## src/board_io_pkg.sv

```systemverilog
////////////////////
// shared types for the board io block
// gpio width is fixed here, the bus structs depend on it
// register map is 4 words of GPIO_WIDTH bits each
////////////////////
`default_nettype none

package board_io_pkg;

	// pin count, one bit per pad in every word below
	localparam int unsigned GPIO_WIDTH = 16;

	typedef logic [GPIO_WIDTH-1:0] gpio_word_t;	// one bit per pin
	typedef logic [1:0] reg_addr_t;			// register select

	// register map
	localparam reg_addr_t ADDR_OUT  = 2'd0;	// output levels
	localparam reg_addr_t ADDR_DIR  = 2'd1;	// drive enables, 1 = drive
	localparam reg_addr_t ADDR_IN   = 2'd2;	// synced pin levels, read only
	localparam reg_addr_t ADDR_EDGE = 2'd3;	// sticky rise flags, write 1 clears

	// command word, held stable by the master until accepted
	typedef struct packed {
		logic       write;	// 1 = write, 0 = read
		reg_addr_t  addr;
		gpio_word_t wdata;	// ignored on reads
	} gpio_cmd_t;

	// response word
	typedef struct packed {
		gpio_word_t rdata;	// zero for writes
	} gpio_rsp_t;

	// reset sequencer states
	typedef enum logic {
		RST_HOLD,	// counting out the hold time
		RST_RUN		// core released
	} rst_state_t;

endpackage

`default_nettype wire

```

## src/pin_synchronizer.sv

```systemverilog
////////////////////
// pad input synchronizer with rise detect
// level_o follows a pad after SYNC_STAGES cycles
// floating pads must be resolved on the board
////////////////////
`timescale 1ns/1ps
`default_nettype none

module pin_synchronizer #(
	parameter int unsigned SYNC_STAGES = 2	// flops per pin, 1 or more
) (
	input  logic                     clock_50mhz_i,
	input  logic                     reset_i,	// core reset
	input  board_io_pkg::gpio_word_t pad_i,		// raw pad values, async
	output board_io_pkg::gpio_word_t level_o,	// synced pin levels
	output board_io_pkg::gpio_word_t rise_o		// one cycle pulse per rising edge
);

	// sync chain, stage 0 takes the pad
	board_io_pkg::gpio_word_t sync_q [SYNC_STAGES];
	board_io_pkg::gpio_word_t prev_q;	// last stage, one cycle late

	always_ff @(posedge clock_50mhz_i)
	begin
		if (reset_i)
		begin
			for (int i = 0; i < SYNC_STAGES; i++)
				sync_q[i] <= '0;
			prev_q <= '0;	// no false rise right after reset
		end
		else
		begin
			sync_q[0] <= pad_i;
			for (int i = 1; i < SYNC_STAGES; i++)
				sync_q[i] <= sync_q[i-1];	// shift along the chain
			prev_q <= sync_q[SYNC_STAGES-1];
		end
	end

	// synced level is the end of the chain
	assign level_o = sync_q[SYNC_STAGES-1];

	// was 0, now 1
	// high only on the first cycle the level reads high
	assign rise_o = sync_q[SYNC_STAGES-1] & ~prev_q;

endmodule

`default_nettype wire

```

## config.mk

```make
export PLATFORM = sky130hd
export DESIGN_NAME = pin_synchronizer
export DESIGN_NICKNAME = d
export VERILOG_FILES = /design/src/board_io_pkg.sv /design/src/pin_synchronizer.sv
export SDC_FILE = /design/constraint.sdc
export NUM_CORES = 1
export LEC_CHECK = 0
export BUFFER_PORTS_ARGS = -buffer_cell sky130_fd_sc_hd__buf_2
export CORE_ASPECT_RATIO = 1.4
export CORE_MARGIN = 1
export CORE_UTILIZATION = 40
export DETAILED_ROUTE_END_ITERATION = 6
export PLACE_DENSITY_LB_ADDON = 0.25
export SLEW_MARGIN = 10
export SYNTH_ARGS = -nofsm -noshare
export SYNTH_HDL_FRONTEND = slang
export SYNTH_SLANG_ARGS = --single-unit
```

## constraint.sdc

```tcl
create_clock -name clock_50mhz_i -period 0.8 [get_ports clock_50mhz_i]
set_input_delay 0.04 -clock clock_50mhz_i [delete_from_list [all_inputs] [get_ports clock_50mhz_i]]
set_output_delay 0.04 -clock clock_50mhz_i [all_outputs]
set_load 0.05 [all_outputs]
```

==> flow_summary.toml <==
[run_status]
status = "finished with violations"
violations = "negative setup slack"

[worst_hold_path]
holdPathEnd = "sync_q[0][29]"
worstHoldStart = "reset_i"
hold_class = "input pin to flop"
hold_depth = 3

[clock_tree]
cts.sinks = 48
clk_pin_slew_ns = 0.08
cts-buffers-inserted = 5
cts_max_level = 2
cts_buffer_depth = 2
cts_tree = "yes"
clk_latency_ns = 0.29
clockRootBuffer = "clkbuf_8"

[grt]
grt_pass1_vias = 946
grt_first_pass_wirelength_mm = 3.86
track_usage_pct = 13.9
met3_usage_pct = 4.24
met1_usage_pct = 12.5
grt_max_degree = 28
grtUsageMet2_pct = 25.6
antenna_found_initial = 0
top_usage_layer = "met2"
overflow = 0

[routing]
wire_per_inst_um = 11.1
vias = 992
via_per_inst = 4.19
drt_iter0_markers = 26
drc_errors = 0
antenna_left = 0
wirelength_mm = 2.64
first_pass_iters = 3

[die]
start_util_pct = 41.9
die_h_um = 75.1
dieArea_um2 = 4070
io_pins = 50
die-width_um = 54.2
design.core.area_um2 = 3640
row_count = 26

[synth]
synth_cells = 133
syn_area_per_cell_um2 = 11.5
ys_seq_area_share_pct = 63.0
synthesis.nets = 151
syn_area_um2 = 1530
yosys_warnings = 0
synth.ff_latch_count = 48
synth_cell_types = 5

[sta]
finalHoldViolations = 0
finalCritPeriodShare_pct = 124
clock_skew_ns = 0.00288
max_freq_ghz = 1.01
rsz0062_at_grt = "true"
report.final.setup_viol = 32
slew_viol_final = 0
slew_headroom_pct = 91.6
worst_slack_ns = -0.189
fin_crit_ns = 0.989
worst_pin_slew_ns = 0.126

[cells_and_area]
syn2layout_area_growth_pct = 61.5
nets = 212
layout-drive-gt1-share_pct = 49.7
final_core_util_pct = 67.6
antennaDiodeCount = 0
fill_cells = 268
finalNonFillerCells = 237

[job]
drv_cap = 0

[critical_path]
worstSetupStartpointType = "flop"
cp-end-kind = "output pin"
rr_startpoint = "sync_q[0][30]"
cp_max_fo = 3
rrSetupSlack_ns = 0.12
critPathRequiredTime_ns = 0.76
r2r_end = "prev_q[14]"
critPathArrivalTime_ns = 0.95
crit_type = "flop to output pin"
r2r_cells = 2

[placement]
dp_cells = 205
dp_hpwl_mm = 1.52
place.gp.congestion = 0.626
io_buffer_count = 49

[power_and_ir_drop]
power_leakage_nw = 1.06
ir_drop_v = 0.00159
power_density_nw_per_um2 = 1890
==> layout by cell type (no fill, tap or decap), types with 6 or more instances in the layout <==
| cell | instances |
|---|---|
| buf_6 | 17 |
| dfxtp_1 | 32 |
| dfxtp_2 | 14 |
| buf_8 | 22 |
| nor2b_4 | 16 |
| clkbuf_8 | 6 |
| buf_2 | 17 |
| nor2b_1 | 48 |
| dlygate4sd3_1 | 16 |
==> final cells by class <==
type	count	area, um^2	share of cell area, %
multi-input combinational	64	520	21.1
clock buffer	8	90.1	3.66
tap	42	52.6	2.13
sequential	48	986	40.0
timing repair buffer	75	815	33.1
==> worst max path at each step <==
stage | startpoint | to | cells after the start
6_report | sync_q[0][17] | rise_o[1] | 2
5_1_grt | sync_q[0][16] | rise_o[0] | 2
4_1_cts | sync_q[0][30] | rise_o[14] | 2
3_5_place_dp | sync_q[0][30] | rise_o[14] | 2
3_3_place_gp | sync_q[0][18] | rise_o[2] | 2
2_1_floorplan | sync_q[0][16] | rise_o[0] | 1
==> critical path, stage by stage, from the launching register on <==
cell and delay (ns):
dfxtp_2 0.36, nor2b_4 0.15, buf_6 0.16
==> routing by layer <==
layer / vias up / routed length, um
met5: - / 0
met4: 0 / 63
met3: 7 / 94
met2: 29 / 1560
met1: 454 / 921
li1: 502 / -
==> sequential cells by signal (all words and copies together), names as in the netlist <==
name	flops
prev_q	16
sync_q	32
==> Yosys cell counts, drive strengths merged <==
cell	number	area share (%)
dfxtp	48	63
nor2b	64	26
buf	21	11
==> kinds of logic after synthesis <==
kind of cell	count (synthesis)	share of synthesized area, %
buffers and inverters	21	10.7
flip-flops	48	63.0
AND/OR/NAND/NOR	64	26.3
==> report_power, final <==
| part | switching, mW | internal, mW | total [mW] |
|---|---|---|---|
| clock | 0.690 | 0.704 | 1.39 |
| sequential | 0.0540 | 2.49 | 2.54 |
| combinational | 0.357 | 0.375 | 0.732 |
| total | 1.10 | 3.57 | 4.67 |
==> through the flow <==
step	setup WS, ns	hold WS, ns	setup TNS, ns	area (um^2)	power [mW]
final	-0.189	0.134	-4.04	2460	4.67
after floorplan	0.123	0.168	0	1650	3.02
after CTS	-0.192	0.124	-3.94	2290	4.65
after detailed placement	0.00661	0.255	0	1820	3.10
after global routing	-0.233	0.135	-5.25	2460	4.86
after global placement	0.0548	0.248	0	1820	3.08
==> what timing repair did <==
item                                   CTS  global route
setup endpoints to repair               32            32
setup buffers                            1             7
hold buffers                            16             0
endpoints found under the hold margin   16             0
resized for setup                       78            33
Power figures use the tool's default switching activity.
