File: config.mk
export PLATFORM = sky130hd
export DESIGN_NAME = gpio_regs
export DESIGN_NICKNAME = d
export VERILOG_FILES = /design/src/board_io_pkg.sv /design/src/gpio_regs.sv
export SDC_FILE = /design/constraint.sdc
export NUM_CORES = 1
export LEC_CHECK = 0
export ABC_AREA = 1
export BUFFER_PORTS_ARGS = -buffer_cell sky130_fd_sc_hd__clkbuf_2
export CAP_MARGIN = 20
export CORE_ASPECT_RATIO = 0.9
export CORE_UTILIZATION = 40
export CTS_BUF_LIST = sky130_fd_sc_hd__clkbuf_4
export CTS_CLUSTER_DIAMETER = 30
export DETAILED_ROUTE_END_ITERATION = 10
export HOLD_SLACK_MARGIN = 0.05
export PLACE_DENSITY_LB_ADDON = 0.3
export SKIP_CTS_REPAIR_TIMING = 1
export SYNTH_ARGS = -nofsm -noshare
export SYNTH_HDL_FRONTEND = slang
export SYNTH_SLANG_ARGS = --single-unit
File: constraint.sdc
create_clock -name clock_50mhz_i -period 4 [get_ports clock_50mhz_i]
set_clock_uncertainty 0.1 [all_clocks]
set_input_delay 0.2 -clock clock_50mhz_i [delete_from_list [all_inputs] [get_ports clock_50mhz_i]]
set_output_delay 0.2 -clock clock_50mhz_i [all_outputs]
set_load 0.1 [all_outputs]
File: src/board_io_pkg.sv
////////////////////
// shared types for the board io block
// gpio width is fixed here, the bus structs depend on it
// register map is 4 words of GPIO_WIDTH bits each
////////////////////
`default_nettype none

package board_io_pkg;

	// pin count, one bit per pad in every word below
	localparam int unsigned GPIO_WIDTH = 16;

	typedef logic [GPIO_WIDTH-1:0] gpio_word_t;	// one bit per pin
	typedef logic [1:0] reg_addr_t;			// register select

	// register map
	localparam reg_addr_t ADDR_OUT  = 2'd0;	// output levels
	localparam reg_addr_t ADDR_DIR  = 2'd1;	// drive enables, 1 = drive
	localparam reg_addr_t ADDR_IN   = 2'd2;	// synced pin levels, read only
	localparam reg_addr_t ADDR_EDGE = 2'd3;	// sticky rise flags, write 1 clears

	// command word, held stable by the master until accepted
	typedef struct packed {
		logic       write;	// 1 = write, 0 = read
		reg_addr_t  addr;
		gpio_word_t wdata;	// ignored on reads
	} gpio_cmd_t;

	// response word
	typedef struct packed {
		gpio_word_t rdata;	// zero for writes
	} gpio_rsp_t;

	// reset sequencer states
	typedef enum logic {
		RST_HOLD,	// counting out the hold time
		RST_RUN		// core released
	} rst_state_t;

endpackage

`default_nettype wire

File: src/gpio_regs.sv
////////////////////
// gpio register block on a valid/ready cmd/rsp bus
// one command in flight, response one cycle after accept
// edge flags are sticky, write 1 to clear, set beats clear
////////////////////
`timescale 1ns/1ps
`default_nettype none

module gpio_regs (
	input  logic                     clock_50mhz_i,
	input  logic                     reset_i,		// core reset

	// command channel
	input  logic                     cmd_valid_i,
	output logic                     cmd_ready_o,
	input  board_io_pkg::gpio_cmd_t  cmd_i,

	// response channel
	output logic                     rsp_valid_o,
	input  logic                     rsp_ready_i,
	output board_io_pkg::gpio_rsp_t  rsp_o,

	// from the synchronizer
	input  board_io_pkg::gpio_word_t level_i,
	input  board_io_pkg::gpio_word_t rise_i,

	// to the pads
	output board_io_pkg::gpio_word_t out_o,
	output board_io_pkg::gpio_word_t dir_o
);

	board_io_pkg::gpio_word_t out_q;	// output levels
	board_io_pkg::gpio_word_t dir_q;	// drive enables
	board_io_pkg::gpio_word_t edge_q;	// sticky rise flags
	board_io_pkg::gpio_rsp_t  rsp_q;	// one entry response slot
	logic                     rsp_valid_q;
	logic                     run_q;	// low through core reset

	logic                     cmd_fire;	// command accepted this cycle
	logic                     rsp_fire;	// response taken this cycle
	board_io_pkg::gpio_word_t rd_data;	// addressed register value
	board_io_pkg::gpio_word_t edge_clr;	// write-one-to-clear mask

	// handshakes
	assign rsp_fire = rsp_valid_q & rsp_ready_i;

	// free slot, or the slot drains this very cycle
	// so a new command can follow each response with no gap
	assign cmd_ready_o = run_q & (~rsp_valid_q | rsp_ready_i);
	assign cmd_fire    = cmd_valid_i & cmd_ready_o;

	// read mux
	always_comb
	begin
		case (cmd_i.addr)
			board_io_pkg::ADDR_OUT:  rd_data = out_q;
			board_io_pkg::ADDR_DIR:  rd_data = dir_q;
			board_io_pkg::ADDR_IN:   rd_data = level_i;	// live synced pins
			board_io_pkg::ADDR_EDGE: rd_data = edge_q;
			default:                 rd_data = '0;
		endcase
	end

	// clear mask, only for an accepted edge write
	always_comb
	begin
		edge_clr = '0;
		if (cmd_fire && cmd_i.write && cmd_i.addr == board_io_pkg::ADDR_EDGE)
			edge_clr = cmd_i.wdata;
	end

	// control state
	always_ff @(posedge clock_50mhz_i)
	begin
		if (reset_i)
		begin
			run_q       <= 1'b0;
			rsp_valid_q <= 1'b0;
			out_q       <= '0;	// all pads float
			dir_q       <= '0;
			edge_q      <= '0;
		end
		else
		begin
			run_q <= 1'b1;

			// response slot, fill wins over drain
			if (cmd_fire)
				rsp_valid_q <= 1'b1;
			else if (rsp_fire)
				rsp_valid_q <= 1'b0;

			// register writes land on the pads at this edge
			if (cmd_fire && cmd_i.write)
			begin
				case (cmd_i.addr)
					board_io_pkg::ADDR_OUT: out_q <= cmd_i.wdata;
					board_io_pkg::ADDR_DIR: dir_q <= cmd_i.wdata;
					default:
					begin
						out_q <= out_q;	// ADDR_IN read only, ADDR_EDGE via mask
					end
				endcase
			end

			// flags collect every cycle, bus or not
			// a same cycle rise beats the clear
			edge_q <= (edge_q & ~edge_clr) | rise_i;
		end
	end

	// response payload, held while the master stalls
	always_ff @(posedge clock_50mhz_i)
	begin
		if (cmd_fire)
		begin
			if (cmd_i.write)
				rsp_q.rdata <= '0;	// writes answer with zero
			else
				rsp_q.rdata <= rd_data;
		end
	end

	assign rsp_valid_o = rsp_valid_q;
	assign rsp_o       = rsp_q;

	assign out_o = out_q;
	assign dir_o = dir_q;

endmodule

`default_nettype wire

==> impl_metrics.csv, run 1 <==
group,metric,value,unit
cells_and_area,multi_input_area,0.001082,mm2
placed_design,dp_slack,2.001,ns
global_route,antenna_found_initial,0,
placed_design,placed_area,0.003309,mm2
power_and_ir_drop,finalPower,1.395,mW
routing,drt_first_pass_iters,5,
outcome,run_status,"complete, no violations",
global_route,grt_pass1_vias,2520,
synthesis,synth_top_family_by_area,"simple AND/OR/NAND/NOR gates",
global_route,globalRouteTotalUtil,23.11,%
synthesis,syn_area,0.002769,mm2
die,fp.dieW,89.70,um
clocking,cts.sinks,66,
synthesis,yosys.area.top_type,"dfxtp_1",
critical_path,worstPathArrival,2.52,ns
timing,fin_setup_tns,0,ns
synthesis,ys_seq_area_share,53.50,%
cells_and_area,nets,559,
synthesis,ys_top_cells_by_area,"dfxtp_1 (36%), edfxtp_1 (17%), o21ai_0 (11%), nor2_1 (9.1%), nand2_1 (6.8%)",
timing,hold_ws,0.03198,ns
cells_and_area,regArea,0.001481,mm2
placed_design,place_inst,526,
critical_path,crit_type,"flop to flop",
synthesis,synth-compound-area-share,18.26,%
cells_and_area,drive_gt1_share,25.20,%
critical_path,end_kind,"flop",
global_route,overflow,0,
synthesis,synth_edf_count,16,
placed_design,hpwl,5146,um
routing,vias,3012,
synthesis,yosysMostFrequentCell,"nor2_1",
synthesis,syn_nets,405,
timing,finalHoldViolCount,0,
timing,slew_violations,0,
die,io_pins,105,
timing,min_period_over_period,57.34,%
placed_design,portBuffers,104,
critical_path,start_kind,"flop",
timing,worst_slack,1.707,ns
routing,postRouteAntennaNets,0,
routing,avgViaCountPerCell,5.037,
clocking,htreeDepth,3,
cells_and_area,design_area,0.003983,mm2
synthesis,yosysTopAreaCellShare,36.15,%
synthesis,yosysWarnings,0,
clocking,clk_latency,0.43,ns
synthesis,ys_async_sr_fraction,0,%
flow_run,drv_cap,0,
critical_path,cp_top_family,"simple AND/OR/NAND/NOR gates",
clocking,cts_root_buf,"clkbuf_4",
timing,max_freq,436.0,MHz
clocking,clk_pin_slew,0.11,ns
synthesis,synthXorXnorAreaFrac,0,%
cells_and_area,fillers,638,
synthesis,ys.flop_type,"dfxtp_1",
routing,wirelength,8989,um
power_and_ir_drop,vdd_drop_max,0.1699,mV
power_and_ir_drop,p_leak,1.891,nW
placed_design,place_congestion,0.7855,
critical_path,critical-path-max-stage-delay,0.60,ns
die,dieArea,0.007259,mm2
synthesis,synthTopCellsByCount,"nor2_1 (67), o21ai_0 (60), dfxtp_1 (50), nand2_1 (50), inv_1 (25)",
global_route,grt_pass1_wl,12560,um
timing,finalCriticalPeriod,2.293,ns
critical_path,crit_chain,"nand2_1, nand3_1, nor2_2, nand3_1, nand2_1, a21oi_1, dlygate4sd3_1",
timing,worstMarginPinSlew,1.061,ns
critical_path,crit_buf_inv,1,
routing,drtIter0Drc,221,
clocking,clockBufferDepth,2,
die,start_util,41.82,%
clocking,numCtsBuffers,9,
die,fp-row-count,28,
die,dieHeight,80.93,um
critical_path,cp.required,4.22,ns
timing,finalSetupViolCount,0,
synthesis,synthDistinctLibCells,19,
synthesis,synthSimpleGateAreaFrac,20.83,%
synthesis,synth_seq_cells,66,
timing,rsz0062_at_grt,"no",
cells_and_area,fin_cells,598,
die,core_area,0.006621,mm2
cells_and_area,area_delta_synth_final,43.83,%
cells_and_area,fin_util,60.15,%
routing,wl_per_cell,15.03,um
global_route,grt_max_degree,35,
clocking,cts_tree,"yes",
cells_and_area,antenna_cells,0,
timing,relSlewSlack,29.19,%
min_path,hp-class,"input port to flop",
routing,drc,0,
synthesis,synth_fa_ha_area_share,0,%
critical_path,critical_path.slowest_cell,"nor2_2",
synthesis,synthMuxAreaShare,0,%
power_and_ir_drop,power_density,350.4,mW/mm2
critical_path,crit_fanout,16,
synthesis,syn-mean-instance-area,7.911,um2
synthesis,synthCells,350,
==> registers in the layout, summed over array words and instances, names as in the netlist <==
register and flops:
dir_o 16, run_q 1, out_o 16, rsp_o 16, rsp_valid_o 1, edge_q 16
==> tightest hold or removal path, cell delays in order <==
cell and delay [ns]:
clkbuf_2 0.09, nand2_1 0.05, a31oi_1 0.11
==> area by class of cell <==
type / instances / area share (%)
Clock buffer: 13 / 2.451
Clock inverter: 2 / 0.1885
Inverter: 30 / 2.828
Multi-Input combinational cell: 236 / 27.18
Sequential cell: 66 / 37.20
Tap cell: 90 / 2.828
Timing Repair Buffer: 161 / 27.33
==> path summary, 6_finish.rpt <==
check                                  from    endpoint  slack [ns]  cells after the start
worst max-delay path            rsp_valid_o  edge_q[11]        1.71                      7
worst min-delay path            level_i[13]   rsp_o[13]        0.03                      3
worst max register to register  rsp_valid_o  edge_q[11]        1.71                      7
worst min register to register     dir_o[6]    dir_o[6]        0.45                      2
==> logic make-up after synthesis <==
group	Yosys count
flip-flops	66
buffers and inverters	48
AND/OR/NAND/NOR	139
AO/OA/AOI/OAI	97
==> power breakdown <==
| part | switching, mW | leakage (nW) | internal (mW) |
|---|---|---|---|
| registers | 0.0143 | 0.569 | 0.711 |
| clock network | 0.233 | 0.0629 | 0.149 |
| logic | 0.198 | 1.26 | 0.0911 |
==> cells in the final DEF, fill, tap and decap left out <==
cell type and instances:
a21oi_1 16, a31oi_1 16, buf_4 1, clkbuf_2 104, clkbuf_4 13, clkinv_1 2, dfxtp_1 50, dlygate4sd3_1 56
edfxtp_1 16, inv_1 25, inv_2 5, nand2_1 50, nand3_1 17, nand4_2 1, nor2_1 67, nor2_2 1
nor2_4 3, o21ai_0 60, o21ai_1 5
==> per-layer routing <==
layer	track usage, %	wire, um	part of all wire, %
met1	29.33	3738	42
met2	36.69	4351	48
met3	6.180	735	8.2
met4	11.80	163	1.8
met5	0	0	0
Note: power is estimated with default switching activity, not from simulation.
==> run 2, diff against run 1 <==
--- a/config.mk
+++ b/config.mk
@@ -5,7 +5,7 @@
 export SDC_FILE = /design/constraint.sdc
 export NUM_CORES = 1
 export LEC_CHECK = 0
-export ABC_AREA = 1
+export ABC_AREA = 0
 export BUFFER_PORTS_ARGS = -buffer_cell sky130_fd_sc_hd__clkbuf_2
 export CAP_MARGIN = 20
 export CORE_ASPECT_RATIO = 0.9
==> constraint.sdc (replaced) <==
create_clock -name clock_50mhz_i -period 2.3 [get_ports clock_50mhz_i]
set_clock_uncertainty 0.1 [all_clocks]
set_input_delay 0.115 -clock clock_50mhz_i [delete_from_list [all_inputs] [get_ports clock_50mhz_i]]
set_output_delay 0.115 -clock clock_50mhz_i [all_outputs]
set_load 0.1 [all_outputs]
==> run 2 against run 1 <==
  * Worst hold slack better by 0.031 ns
  * Flip-flop and latch count unchanged
  * Die area rose by 7.8%
  * Setup slack lost 1.5 ns
  * Power rose by 73%
  * Critical endpoint is now edge_q[1]
  * Fmax rose by 12%
  * Via count fell by 11%
  * Area after synthesis grew 8.0%
  * Synthesized cell count shrank 21%
==> impl_metrics.csv, run 2 <==
group,metric,value,unit
power_and_ir_drop,finalPower,2.418,mW
synthesis,ys_seq_area_share,49.54,%
die,fp-row-count,29,
global_route,globalRouteTotalUtil,19.99,%
critical_path,start_kind,"flop",
clocking,cts_root_buf,"clkbuf_4",
routing,avgViaCountPerCell,5.070,
min_path,min_path_cells,2,
critical_path,reg2reg_depth,5,
clocking,cts_tree,"yes",
clocking,clk_pin_slew,0.11,ns
synthesis,ys.flop_type,"dfxtp_1",
cells_and_area,drive_gt1_share,35.25,%
critical_path,crit_buf_inv,2,
timing,relSlewSlack,46.67,%
critical_path,cp.required,2.51,ns
routing,wirelength,8124,um
die,fp.dieW,93.14,um
synthesis,synth_seq_cells,66,
synthesis,yosys.area.top_type,"dfxtp_1",
synthesis,syn-mean-instance-area,10.80,um2
global_route,grt_pass1_vias,2364,
synthesis,synth_edf_count,16,
placed_design,dp_slack,0.4440,ns
die,core_area,0.007148,mm2
clocking,numCtsBuffers,9,
placed_design,hpwl,5577,um
routing,drt_first_pass_iters,4,
die,io_pins,105,
cells_and_area,final_common_cell,"clkbuf_2",
power_and_ir_drop,vdd_drop_max,0.2138,mV
die,dieArea,0.007826,mm2
synthesis,yosysTopAreaCellShare,33.47,%
cells_and_area,fillers,604,
critical_path,crit_type,"flop to flop",
timing,finalSetupViolCount,0,
routing,drtIter0Drc,144,
critical_path,r2r-end,"edge_q[1]",
critical_path,critical-path-max-stage-delay,0.59,ns
synthesis,synthCells,277,
synthesis,yosysWarnings,0,
cells_and_area,nets,484,
synthesis,syn_nets,332,
timing,slew_violations,0,
global_route,grt_pass1_wl,11880,um
clocking,cts.sinks,66,
synthesis,synthDistinctLibCells,21,
critical_path,end_kind,"flop",
min_path,hp-class,"input port to flop",
flow_run,drv_cap,0,
critical_path,crit_fanout,10,
min_path,min_from,"reset_i",
timing,worstMarginPinSlew,0.7989,ns
synthesis,syn_area,0.002990,mm2
die,start_util,41.83,%
clocking,clockBufferDepth,2,
routing,vias,2672,
timing,max_freq,487.7,MHz
routing,postRouteAntennaNets,0,
critical_path,cp_top_family,"buffers and inverters",
critical_path,cp-startpoint,"rsp_valid_o",
outcome,run_status,"complete, no violations",
power_and_ir_drop,power_density,576.3,mW/mm2
placed_design,place_inst,463,
critical_path,worstPathArrival,2.26,ns
global_route,overflow,0,
global_route,grt_max_degree,50,
synthesis,synthTopCellsByCount,"nand2_1 (65), dfxtp_1 (50), mux2i_1 (32), a21oi_1 (17)",
global_route,antenna_found_initial,0,
critical_path,rrSetupSlack,0.25,ns
timing,finalHoldViolCount,0,
synthesis,ys_top_cells_by_area,"dfxtp_1 (33%), edfxtp_1 (16%), mux4_2 (12%), mux2i_1 (11%), nand2_1 (8.2%)",
power_and_ir_drop,p_leak,1.930,nW
cells_and_area,fin_cells,527,
critical_path,crit_chain,"nor2b_2, buf_4, o41ai_1, a21oi_1, dlygate4sd3_1",
cells_and_area,area_delta_synth_final,40.29,%
clocking,clk_latency,0.41,ns
routing,drc,0,
timing,worst_slack,0.2495,ns
timing,finalCriticalPeriod,2.051,ns
cells_and_area,final_cell_mix,"clkbuf_2 (104), nand2_1 (65), dfxtp_1 (50), dlygate4sd3_1 (48), mux2i_1 (32)",
cells_and_area,antenna_cells,0,
synthesis,ys_async_sr_fraction,0,%
placed_design,place_congestion,0.8258,
timing,rsz0062_at_grt,"no",
die,dieHeight,84.03,um
timing,min_period_over_period,89.15,%
min_path,hold-path-endpoint,"edge_q[8]",
critical_path,rr_startpoint,"rsp_valid_o",
synthesis,yosysMostFrequentCell,"nand2_1",
placed_design,portBuffers,104,
clocking,htreeDepth,3,
routing,wl_per_cell,15.42,um
cells_and_area,fin_util,58.69,%
critical_path,critical_path.slowest_cell,"dlygate4sd3_1",
-- run 2: cell types whose count changed in the layout (fill, tap and decap cells not counted), moves of 4 or more --
| cell | before | now |
|---|---|---|
| nor2_1 | 67 | 1 |
| o21ai_0 | 60 | 0 |
| mux2i_1 | 0 | 32 |
| nand3_1 | 17 | 0 |
| a31oi_1 | 16 | 0 |
| mux4_2 | 0 | 16 |
| o41ai_1 | 0 | 16 |
| nand2_1 | 50 | 65 |
| nor2b_1 | 0 | 14 |
| buf_4 | 1 | 11 |
| inv_1 | 25 | 16 |
| dlygate4sd3_1 | 56 | 48 |
| o21ai_1 | 5 | 0 |
| inv_2 | 5 | 1 |
-- run 2: worst max path at each step --
stage	to	slack, ns	cells after the start
after floorplan	cmd_ready_o	-0.04	4
after global placement	out_o[0]	0.49	3
after detailed placement	out_o[2]	0.44	3
after CTS	cmd_ready_o	0.31	4
after global routing	edge_q[4]	0.16	5
final	edge_q[1]	0.25	5
-- run 2: logic make-up (layout without fill, tap and decap cells) --
family | count (synthesis) | after routing | share of synthesized area [%]
buffers and inverters | 39 | 196 | 6.067
DFF | 66 | 66 | 49.54
and+or+nand+nor | 91 | 91 | 14.10
muxes | 48 | 48 | 22.76
AOI/OAI and AO/OA | 33 | 33 | 7.531
-- run 2: layout make-up --
type	count	area [um2]	area share [%]
multi-input combinational	172	1341	31.97
sequential	66	1481	35.31
clock inverter	4	18.77	0.4474
timing repair buffer	163	1084	25.83
inverter	17	63.81	1.521
clock buffer	12	90.09	2.147
tap	93	116.4	2.774
-- run 2: power by group --
group	switching (mW)	total, mW	internal (mW)	leakage [nW]
logic	0.321	0.508	0.187	1.30
clock network	0.403	0.654	0.251	0.0685
registers	0.0233	1.26	1.23	0.558
total	0.748	2.42	1.67	1.93
-- run 2: per-layer routing --
metal	vias up	GRT usage (%)	routed length (um)
li1	1284	-	-
met1	1256	27.40	3510
met2	110	30.68	3849
met3	22	4.189	560
met4	0	8.112	204
met5	-	0	0
-- run 2: through the flow --
| stage | TNS (ns) | hold WS (ns) | cell area, um2 |
|---|---|---|---|
| final | 0 | 0.06254 | 4195 |
| after global routing | 0 | 0.1032 | 4195 |
| after floorplan | -0.04373 | 0.1445 | 2995 |
| after global placement | 0 | 0.2380 | 3606 |
| after detailed placement | 0 | 0.2370 | 3606 |
| after CTS | 0 | -0.2006 | 3715 |
