File: src/board_io_pkg.sv
////////////////////
// shared types for the board io block
// gpio width is fixed here, the bus structs depend on it
// register map is 4 words of GPIO_WIDTH bits each
////////////////////
`default_nettype none

package board_io_pkg;

	// pin count, one bit per pad in every word below
	localparam int unsigned GPIO_WIDTH = 16;

	typedef logic [GPIO_WIDTH-1:0] gpio_word_t;	// one bit per pin
	typedef logic [1:0] reg_addr_t;			// register select

	// register map
	localparam reg_addr_t ADDR_OUT  = 2'd0;	// output levels
	localparam reg_addr_t ADDR_DIR  = 2'd1;	// drive enables, 1 = drive
	localparam reg_addr_t ADDR_IN   = 2'd2;	// synced pin levels, read only
	localparam reg_addr_t ADDR_EDGE = 2'd3;	// sticky rise flags, write 1 clears

	// command word, held stable by the master until accepted
	typedef struct packed {
		logic       write;	// 1 = write, 0 = read
		reg_addr_t  addr;
		gpio_word_t wdata;	// ignored on reads
	} gpio_cmd_t;

	// response word
	typedef struct packed {
		gpio_word_t rdata;	// zero for writes
	} gpio_rsp_t;

	// reset sequencer states
	typedef enum logic {
		RST_HOLD,	// counting out the hold time
		RST_RUN		// core released
	} rst_state_t;

endpackage

`default_nettype wire

File: src/reset_sequencer.sv
////////////////////
// stretches reset2a into the core reset
// core reset lasts at least RESET_HOLD cycles past reset2a
// RESET_HOLD must be 1 or more
////////////////////
`timescale 1ns/1ps
`default_nettype none

module reset_sequencer #(
	parameter int unsigned RESET_HOLD = 16	// extra cycles held after reset2a
) (
	input  logic clock_50mhz_i,
	input  logic reset2a_i,		// external reset, sync, active high
	output logic core_reset_o	// registered, high until RST_RUN
);

	// counter wide enough to hold RESET_HOLD
	localparam int unsigned CNT_W = $clog2(RESET_HOLD + 1);
	localparam logic [CNT_W-1:0] HOLD_LAST = CNT_W'(RESET_HOLD - 1);

	board_io_pkg::rst_state_t state_q;
	logic [CNT_W-1:0] hold_cnt_q;

	always_ff @(posedge clock_50mhz_i)
	begin
		if (reset2a_i)
		begin
			state_q      <= board_io_pkg::RST_HOLD;	// restart the count
			hold_cnt_q   <= '0;
			core_reset_o <= 1'b1;
		end
		else
		begin
			// one cycle behind the state, so the hold is never short
			core_reset_o <= (state_q != board_io_pkg::RST_RUN);
			case (state_q)
				board_io_pkg::RST_HOLD:
				begin
					if (hold_cnt_q == HOLD_LAST)
						state_q <= board_io_pkg::RST_RUN;	// hold time done
					else
						hold_cnt_q <= hold_cnt_q + 1'b1;
				end
				board_io_pkg::RST_RUN:
				begin
					hold_cnt_q <= hold_cnt_q;	// parked until next reset2a
				end
				default:
				begin
					state_q <= board_io_pkg::RST_HOLD;	// illegal encoding, start over
				end
			endcase
		end
	end

endmodule

`default_nettype wire

File: config.mk
export PLATFORM = sky130hd
export DESIGN_NAME = reset_sequencer
export DESIGN_NICKNAME = d
export VERILOG_FILES = /design/src/board_io_pkg.sv /design/src/reset_sequencer.sv
export SDC_FILE = /design/constraint.sdc
export NUM_CORES = 1
export LEC_CHECK = 0
export ABC_AREA = 1
export BUFFER_PORTS_ARGS = -buffer_cell sky130_fd_sc_hd__buf_2
export CAP_MARGIN = 15
export CORE_AREA = 8 8 45 47
export CTS_BUF_LIST = sky130_fd_sc_hd__clkbuf_4
export CTS_CLUSTER_DIAMETER = 120
export DETAILED_ROUTE_END_ITERATION = 8
export DIE_AREA = 0 0 53 55
export SETUP_SLACK_MARGIN = 0.3
export SYNTH_ARGS = -nofsm -noshare
export SYNTH_HDL_FRONTEND = slang
export SYNTH_SLANG_ARGS = --single-unit
export TNS_END_PERCENT = 1
File: constraint.sdc
create_clock -name clock_50mhz_i -period 1.8 [get_ports clock_50mhz_i]
set_input_delay 0.27 -clock clock_50mhz_i [delete_from_list [all_inputs] [get_ports clock_50mhz_i]]
set_output_delay 0.27 -clock clock_50mhz_i [all_outputs]
set_load 0.02 [all_outputs]
==> results of run 1 <==
[synthesized netlist by cell type, drive strengths merged]
cell type	number	share of area
o21ai	3	0.050
ha	2	0.083
inv	7	0.088
nand2	6	0.083
dfxtp	7	0.47
o21a	1	0.025
a21oi	3	0.050
a21o	1	0.025
nand3	1	0.017
nor2	7	0.11
[state kept, by name (all words and copies together), names as in the netlist]
name	count
hold_cnt_q	5
state_q	1
core_reset_o	1
[through the flow]
step / util / hold WS, ns / setup slack (ns) / area (um^2)
CTS: 0.260 / 0.179 / 0.449 / 360
global placement: 0.239 / 0.426 / 0.463 / 330
detailed placement: 0.239 / 0.433 / 0.458 / 330
finish: 0.260 / 0.179 / 0.457 / 360
global route: 0.260 / 0.192 / 0.356 / 360
floorplan: - / 0.342 / 0.519 / 300
[routing by layer]
layer,global-route usage,vias to the layer above,share of wire
li1,-,130,-
met1,0.0381,102,0.47
met2,0.0449,4,0.39
met3,0.0187,4,0.064
met4,0.0905,0,0.076
met5,0,-,0
[how the worst max path moves through the flow]
stage | end | slack [ns] | cells past startpoint
detailed placement | hold_cnt_q[2]$_SDFFE_PP0P_ | 0.46 | 9
finish | hold_cnt_q[2]$_SDFFE_PP0P_ | 0.46 | 9
global placement | hold_cnt_q[2]$_SDFFE_PP0P_ | 0.46 | 9
global route | hold_cnt_q[2]$_SDFFE_PP0P_ | 0.36 | 9
floorplan | hold_cnt_q[2]$_SDFFE_PP0P_ | 0.52 | 9
CTS | hold_cnt_q[2]$_SDFFE_PP0P_ | 0.45 | 9
[kinds of logic (layout without fill, tap and decap cells)]
kind of cell | count (synthesis) | after routing | synth area share
buffers and inverters | 7 | 13 | 0.0875
DFF | 7 | 7 | 0.467
and+or+nand+nor | 14 | 14 | 0.212
AOI/OAI and AO/OA | 8 | 8 | 0.150
adders and majority gates | 2 | 2 | 0.0833
[report_power, final]
part / switching, mW / internal, mW / total, mW
clock: 0.0636 / 0.100 / 0.164
sequential: 0.00382 / 0.161 / 0.165
combinational: 0.00936 / 0.00874 / 0.0181
[cell type report]
type | count | share of cell area
Inverter | 7 | 0.0729
Sequential cell | 7 | 0.389
Tap cell | 16 | 0.0556
Multi-Input combinational cell | 24 | 0.372
Clock buffer | 4 | 0.0833
Timing Repair Buffer | 2 | 0.0278
==> impl_metrics.json, run 1 <==
{
  "start_kind": "flop",
  "place_congestion": 0.657,
  "num_vias": 240,
  "worstHoldPathCells": 2,
  "cp_data_required_time_ns": 1.96,
  "final-setup-viol-count": 0,
  "rrSetupSlack_ns": 0.46,
  "post-route-min-period_ns": 1.34,
  "finClkSkew_ns": 0.000439,
  "crit_chain": "ha_1, nand2_1, nor2_1, ha_1, inv_1, nand2_2, o21a_1, nand2_1, inv_1",
  "die_w_um": 53,
  "worst-path-buf-inv": 2,
  "rsz0062_at_grt": "no",
  "antenna_cells": 0,
  "avgSynthCellArea_um2": 7.90,
  "drive_above_1_share": 0.182,
  "post_cts.repair.setup_buffers": 0,
  "min_to": "state_q$_SDFF_PP0_",
  "layout.cells.non_filler": 60,
  "area_growth_pct": 20.0,
  "status": "finished clean",
  "dp_cells": 56,
  "leakage_nw": 0.163,
  "cts_max_path_buffers": 2,
  "slew_violations": 0,
  "overflow": 0,
  "cts_tree": "built",
  "die_h_um": 55,
  "synth-seq-area-share": 0.467,
  "clock_sinks": 7,
  "multi_input_area_um2": 134,
  "yosysWarnings": 0,
  "antenna_found_initial": 0,
  "synth-seq-cells": 7,
  "crit_path_max_incr_delay_ns": 0.31,
  "core_mm2": 0.00138,
  "regArea_um2": 140,
  "grt_max_degree": 8,
  "slew_headroom": 0.890,
  "drt-initial-drc-count": 6,
  "finalWirelength_um": 502,
  "hold_viol": 0,
  "min_path_type": "in -> reg",
  "drtAntennaViolNets": 0,
  "crit_path_start": "hold_cnt_q[0]$_SDFFE_PP0P_",
  "period_share": 0.746,
  "grt_pass1_vias": 202,
  "syn_inst": 38,
  "cts_resized": 0,
  "fmax_mhz": 744,
  "synth_nets": 42,
  "root_buffer": "clkbuf_4",
  "powerDensity_mw_per_mm2": 962,
  "start_util": 0.217,
  "synth.distinct_cells": 13,
  "critPathMaxFanout": 4,
  "post-route-drc-count": 0,
  "irDropWorstVdd_uv": 286,
  "cp-end-kind": "flop",
  "portBuffers": 2,
  "arrival_ns": 1.50,
  "rows": 14,
  "reg2reg_depth": 9,
  "wl_per_cell_um": 8.37,
  "p_total_uw": 347,
  "clk_pin_slew_ns": 0.05,
  "tns_ns": 0,
  "viasPerCell": 4.00,
  "insertion_delay_ns": 0.26,
  "maxCapViolCount": 0,
  "worst-setup-path-type": "reg -> reg",
  "rr_startpoint": "hold_cnt_q[0]$_SDFFE_PP0P_",
  "die-area_mm2": 0.00292,
  "layout_common_cells": "7 x inv_1, 7 x dfxtp_1, 6 x nor2_1",
  "track_usage": 0.0416,
  "cp_slowest_cell": "dfxtp_1",
  "worst_slew_pin_slew_ns": 0.164,
  "cts_buffers": 3,
  "io_pins": 3,
  "nFillCells": 152,
  "syn_area_um2": 300,
  "dr.pass1.iters": 4,
  "cp_top_family": "adder cells",
  "grt_pass1_wl_um": 745,
  "r2r_end": "hold_cnt_q[2]$_SDFFE_PP0P_",
  "hp-start": "reset2a_i",
  "htree_levels": 1,
  "dp.final_hpwl_um": 386,
  "fin_nets": 49,
  "cts_hold_buf": 0
}
(Power assumes the default switching activity.)
==> run 2: changes to the inputs <==
--- a/config.mk
+++ b/config.mk
@@ -5,7 +5,7 @@
 export SDC_FILE = /design/constraint.sdc
 export NUM_CORES = 1
 export LEC_CHECK = 0
-export ABC_AREA = 1
+export ABC_AREA = 0
 export BUFFER_PORTS_ARGS = -buffer_cell sky130_fd_sc_hd__buf_2
 export CAP_MARGIN = 15
 export CORE_AREA = 8 8 45 47
==> constraint.sdc (replaced) <==
create_clock -name clock_50mhz_i -period 1.23 [get_ports clock_50mhz_i]
set_input_delay 0.1845 -clock clock_50mhz_i [delete_from_list [all_inputs] [get_ports clock_50mhz_i]]
set_output_delay 0.1845 -clock clock_50mhz_i [all_outputs]
set_load 0.02 [all_outputs]
==> run 2 against run 1 <==
  * The run now ends with negative setup slack left
  * Clock power is 46% higher
  * Clock skew grew 0.0052 ns
  * Combinational power rose by 140%
  * Routed wire length is 5.8% higher
  * Register-to-register slack got worse by 0.63 ns
  * Sequential share of layout area decreased by 5.9 points
  * Hold slack improved by 0.0078 ns
  * Sequential power is 48% higher
  * Non-clock buffer count grew 5
  * Design area up 20%
  * Fmax down 4.0%
  * Largest cell class is now multi-input gates
==> impl_metrics.json, run 2 <==
{
  "rsz0062_at_grt": "yes",
  "clk_pin_slew_ns": 0.06,
  "final-setup-viol-count": 5,
  "period_share": 1.14,
  "irDropWorstVdd_uv": 713,
  "final_area_um2": 433,
  "post-route-min-period_ns": 1.40,
  "crit_path_start": "hold_cnt_q[0]$_SDFFE_PP0P_",
  "maxCapViolCount": 0,
  "portBuffers": 2,
  "synth.most_common_cell": "dfxtp_1",
  "core_mm2": 0.00138,
  "dr.pass1.iters": 2,
  "grt_pass1_vias": 224,
  "worst-setup-path-type": "reg -> reg",
  "synthTopCellsByArea": "dfxtp_1 48%, ha_1 8.5%, nor2_1 6.4%",
  "violations": "negative setup slack",
  "synth-seq-cells": 7,
  "cp-end-kind": "flop",
  "min_path_type": "in -> reg",
  "dp.final_hpwl_um": 340,
  "cts_max_path_buffers": 2,
  "synth_edf_count": 0,
  "critPathMaxFanout": 3,
  "synth_top_flop_cell": "dfxtp_1",
  "clock_sinks": 7,
  "synth_nets": 32,
  "fin_nets": 44,
  "hp-start": "reset2a_i",
  "slew_headroom": 0.878,
  "syn_area_um2": 293,
  "worst_slew_pin_slew_ns": 0.183,
  "synth_commonest_cells": "7 x dfxtp_1, 5 x nor2_1, 2 x ha_1, 2 x xnor2_1",
  "num_vias": 231,
  "synth-seq-area-share": 0.479,
  "status": "complete, but fails checks",
  "reg_top3": "hold_cnt_q x5, core_reset_o x1, state_q x1",
  "arrival_ns": 1.55,
  "post_cts.repair.setup_buffers": 0,
  "powerDensity_mw_per_mm2": 1220,
  "antenna_cells": 0,
  "layout.cells.non_filler": 55,
  "yosys.area.top_type_share": 0.479,
  "insertion_delay_ns": 0.26,
  "grt_max_degree": 9,
  "syn_inst": 28,
  "die_w_um": 53,
  "rows": 14,
  "wl_per_cell_um": 9.65,
  "post-route-drc-count": 0,
  "yosysWarnings": 0,
  "nFillCells": 138,
  "cts_hold_buf": 0,
  "largest_reg_flops": 5,
  "yosys.area.top_type": "dfxtp_1",
  "setup_slack_ns": -0.169,
  "drtAntennaViolNets": 0,
  "root_buffer": "clkbuf_4",
  "placed_cell_area_um2": 383,
  "layout_common_cells": "5 x nor2_1, 5 x dfxtp_1, 5 x buf_4",
  "antenna_found_initial": 0,
  "synth.distinct_cells": 16,
  "top_register": "hold_cnt_q",
  "cp_data_required_time_ns": 1.38,
  "leakage_nw": 0.189,
  "overflow": 0,
  "whs_ns": 0.187,
  "fmax_mhz": 715,
  "cts_tree": "built",
  "grt_pass1_wl_um": 883,
  "track_usage": 0.0455,
  "die-area_mm2": 0.00292,
  "rr_startpoint": "hold_cnt_q[0]$_SDFFE_PP0P_",
  "htree_levels": 1,
  "async_reset_ff_frac": 0,
  "die_h_um": 55,
  "utilization": 0.313,
  "start_util": 0.212,
  "start_kind": "flop",
  "drt-initial-drc-count": 1,
  "slew_violations": 0,
  "dp_cells": 51,
  "area_growth_pct": 47.9,
  "cts_buffers": 3,
  "finClkSkew_ns": 0.00560,
  "viasPerCell": 4.20,
  "avgSynthCellArea_um2": 10.5,
  "drive_above_1_share": 0.538,
  "finalWirelength_um": 531,
  "p_total_uw": 527,
  "place_congestion": 0.682,
  "hold_viol": 0,
  "io_pins": 3
}
run 2: final timing paths:
kind,depth (start not counted),slack (ns),end
worst min register to register,2,0.53,hold_cnt_q[4]$_SDFFE_PP0P_
worst max register to register,6,-0.17,hold_cnt_q[3]$_SDFFE_PP0P_
worst min-delay path,2,0.19,hold_cnt_q[0]$_SDFFE_PP0P_
worst max-delay path,6,-0.17,hold_cnt_q[3]$_SDFFE_PP0P_
run 2: timing repair:
| action | 4_1_cts | 5_1_grt |
|---|---|---|
| pin swaps | 2 | 0 |
| hold endpoints to repair | 0 | 0 |
| setup endpoints to repair | 6 | 6 |
| resized for setup | 1 | 2 |
run 2: cell type report:
type / instances / area [um^2] / area share
timing repair buffer: 7 / 47.5 / 0.110
sequential: 7 / 143 / 0.329
multi-input combinational: 20 / 189 / 0.436
inverter: 1 / 3.75 / 0.00867
clock buffer: 4 / 30.0 / 0.0694
tap: 16 / 20.0 / 0.0462
run 2: cells by family (layout without fill, tap and decap cells):
kind of cell             Yosys count  after routing  synth area share
AO/OA/AOI/OAI                      3              3            0.0598
buffers and inverters              1             12            0.0128
AND/OR/NAND/NOR                   12             12             0.252
flip-flops                         7              7             0.479
multiplexers                       1              1            0.0513
adder cells (fa/ha/maj)            2              2            0.0855
XOR/XNOR                           2              2            0.0598
run 2: power by group:
| group | switching, mW | total (mW) | internal, mW |
|---|---|---|---|
| logic | 0.0181 | 0.0427 | 0.0246 |
| registers | 0.00775 | 0.245 | 0.237 |
| clock network | 0.0927 | 0.239 | 0.146 |
| total | 0.119 | 0.527 | 0.408 |
run 2: worst max-delay path, stage by stage, from the launching register on:
cell,delay (ns)
dfxtp_2,0.33
ha_4,0.15
and3_4,0.16
ha_4,0.17
nor2_4,0.09
nand4_2,0.09
mux2_4,0.30
run 2: metal layers:
metal | wire length, um | track usage
met1 | 243 | 0.0428
met2 | 231 | 0.0645
met3 | 39 | 0.0267
met4 | 17 | 0.0517
met5 | 0 | 0
run 2: metrics by stage:
step	worst slack (ns)	TNS [ns]
2_1_floorplan	-0.244	-0.386
3_3_place_gp	-0.196	-0.672
3_5_place_dp	-0.198	-0.661
4_1_cts	-0.167	-0.584
5_1_grt	-0.208	-0.827
6_report	-0.169	-0.535
==> run 3: changes to the inputs <==
==> constraint.sdc (replaced) <==
create_clock -name clock_50mhz_i -period 1.23 [get_ports clock_50mhz_i]
set_input_delay 0.246 -clock clock_50mhz_i [delete_from_list [all_inputs] [get_ports clock_50mhz_i]]
set_output_delay 0.246 -clock clock_50mhz_i [all_outputs]
set_load 0.02 [all_outputs]
==> run 3 against run 2 <==
  * The flow still finishes with violations (negative setup slack)
  * Hold slack gained 0.062 ns
  * Worst setup slack unchanged
  * Global-route usage unchanged
  * Sequential cell count did not move
  * Sequential power is essentially flat
  * Utilization is 0.54 points higher
  * Cell count stayed put
  * Design area rose by 1.7%
  * Critical path type unchanged
  * Routed wire length fell by 0.19%
  * Register-to-register slack about the same
  * Clock skew is the same
  * Via count did not move
==> impl_metrics.json, run 3 (synthesis results as in run 2) <==
{
  "leakage_nw": 0.192,
  "dp.final_hpwl_um": 340,
  "rrSetupSlack_ns": -0.17,
  "slew_headroom": 0.878,
  "rows": 14,
  "cp-end-kind": "flop",
  "powerDensity_mw_per_mm2": 1200,
  "io_pins": 3,
  "top_register": "hold_cnt_q",
  "cp_data_required_time_ns": 1.38,
  "setup_slack_ns": -0.169,
  "core_mm2": 0.00138,
  "fin_nets": 44,
  "start_util": 0.212,
  "rr_startpoint": "hold_cnt_q[0]$_SDFFE_PP0P_",
  "placed_cell_area_um2": 383,
  "overflow": 0,
  "period_share": 1.14,
  "die_w_um": 53,
  "drtAntennaViolNets": 0,
  "grt_pass1_vias": 224,
  "largest_reg_flops": 5,
  "hold_viol": 0,
  "grt_pass1_wl_um": 883,
  "antenna_found_initial": 0,
  "post-route-drc-count": 0,
  "clock_sinks": 7,
  "finClkSkew_ns": 0.00560,
  "worst-setup-path-type": "reg -> reg",
  "cts_hold_buf": 0,
  "slew_violations": 0,
  "antenna_cells": 0,
  "fmax_mhz": 715,
  "htree_levels": 1,
  "final-setup-viol-count": 5,
  "dr.pass1.iters": 2,
  "crit_path_start": "hold_cnt_q[0]$_SDFFE_PP0P_",
  "cts_tree": "built",
  "wl_per_cell_um": 9.64,
  "post-route-min-period_ns": 1.40,
  "final_area_um2": 440,
  "critPathMaxFanout": 3,
  "drive_above_1_share": 0.564,
  "die-area_mm2": 0.00292,
  "utilization": 0.318,
  "grt_max_degree": 9,
  "die_h_um": 55,
  "tns_ns": -0.535,
  "finalWirelength_um": 530,
  "place_congestion": 0.682,
  "maxCapViolCount": 0,
  "start_kind": "flop",
  "rsz0062_at_grt": "yes",
  "num_vias": 231,
  "clk_pin_slew_ns": 0.06,
  "worst_slew_pin_slew_ns": 0.183,
  "violations": "negative setup slack",
  "hp-start": "reset2a_i",
  "whs_ns": 0.249,
  "drt-initial-drc-count": 1,
  "track_usage": 0.0455,
  "cts_max_path_buffers": 2,
  "cts_buffers": 3,
  "status": "complete, but fails checks",
  "irDropWorstVdd_uv": 713,
  "arrival_ns": 1.55,
  "area_growth_pct": 50.4,
  "min_path_type": "in -> reg",
  "dpl_worst_slack_ns": -0.198,
  "layout_common_cells": "5 x nor2_1, 5 x buf_4, 4 x clkbuf_4, 4 x dfxtp_1, 3 x dfxtp_2",
  "portBuffers": 2,
  "reg_top3": "hold_cnt_q x5, core_reset_o x1, state_q x1",
  "post_cts.repair.setup_buffers": 0,
  "insertion_delay_ns": 0.26,
  "root_buffer": "clkbuf_4",
  "viasPerCell": 4.20
}
-- run 3: path summary, 6_finish.rpt --
check / end / depth (start not counted)
worst min register to register: hold_cnt_q[4]$_SDFFE_PP0P_ / 2
worst min-delay path: hold_cnt_q[0]$_SDFFE_PP0P_ / 2
worst max-delay path: hold_cnt_q[3]$_SDFFE_PP0P_ / 6
worst max register to register: hold_cnt_q[3]$_SDFFE_PP0P_ / 6
-- run 3: stage by stage --
stage	instances	total power [mW]
global route	55	0.553
finish	55	0.527
detailed placement	51	0.286
CTS	55	0.533
global placement	51	0.287
floorplan	28	0.267
-- run 3: worst max-delay path, stage by stage, from the launching register on --
cell     delay, ns
dfxtp_2       0.33
ha_4          0.15
and3_4        0.16
ha_4          0.17
nor2_4        0.09
nand4_2       0.09
mux2_4        0.30
-- run 3: final cells by class --
class	count	area (um^2)
Fill cell	136	943
Inverter	1	3.75
Multi-Input combinational cell	20	189
Sequential cell	7	144
Clock buffer	4	30.0
Tap cell	16	20.0
Timing Repair Buffer	7	53.8
-- run 3: timing repair --
item,in CTS,in global routing
resized for setup,4,2
pin swaps,2,0
endpoints found under the setup margin,7,7
-- run 3: metal layers --
layer  share of wire  GRT usage  wire (um)
met5               0          0          0
met4           0.032     0.0517         17
met3           0.068     0.0267         36
met2            0.44     0.0645        232
met1            0.46     0.0428        244
-- run 3: power by group --
| group | total [mW] | switching, mW | internal, mW |
|---|---|---|---|
| Clock | 0.239 | 0.0927 | 0.146 |
| Sequential | 0.245 | 0.00775 | 0.237 |
| Combinational | 0.0427 | 0.0181 | 0.0246 |
| Total | 0.527 | 0.119 | 0.408 |
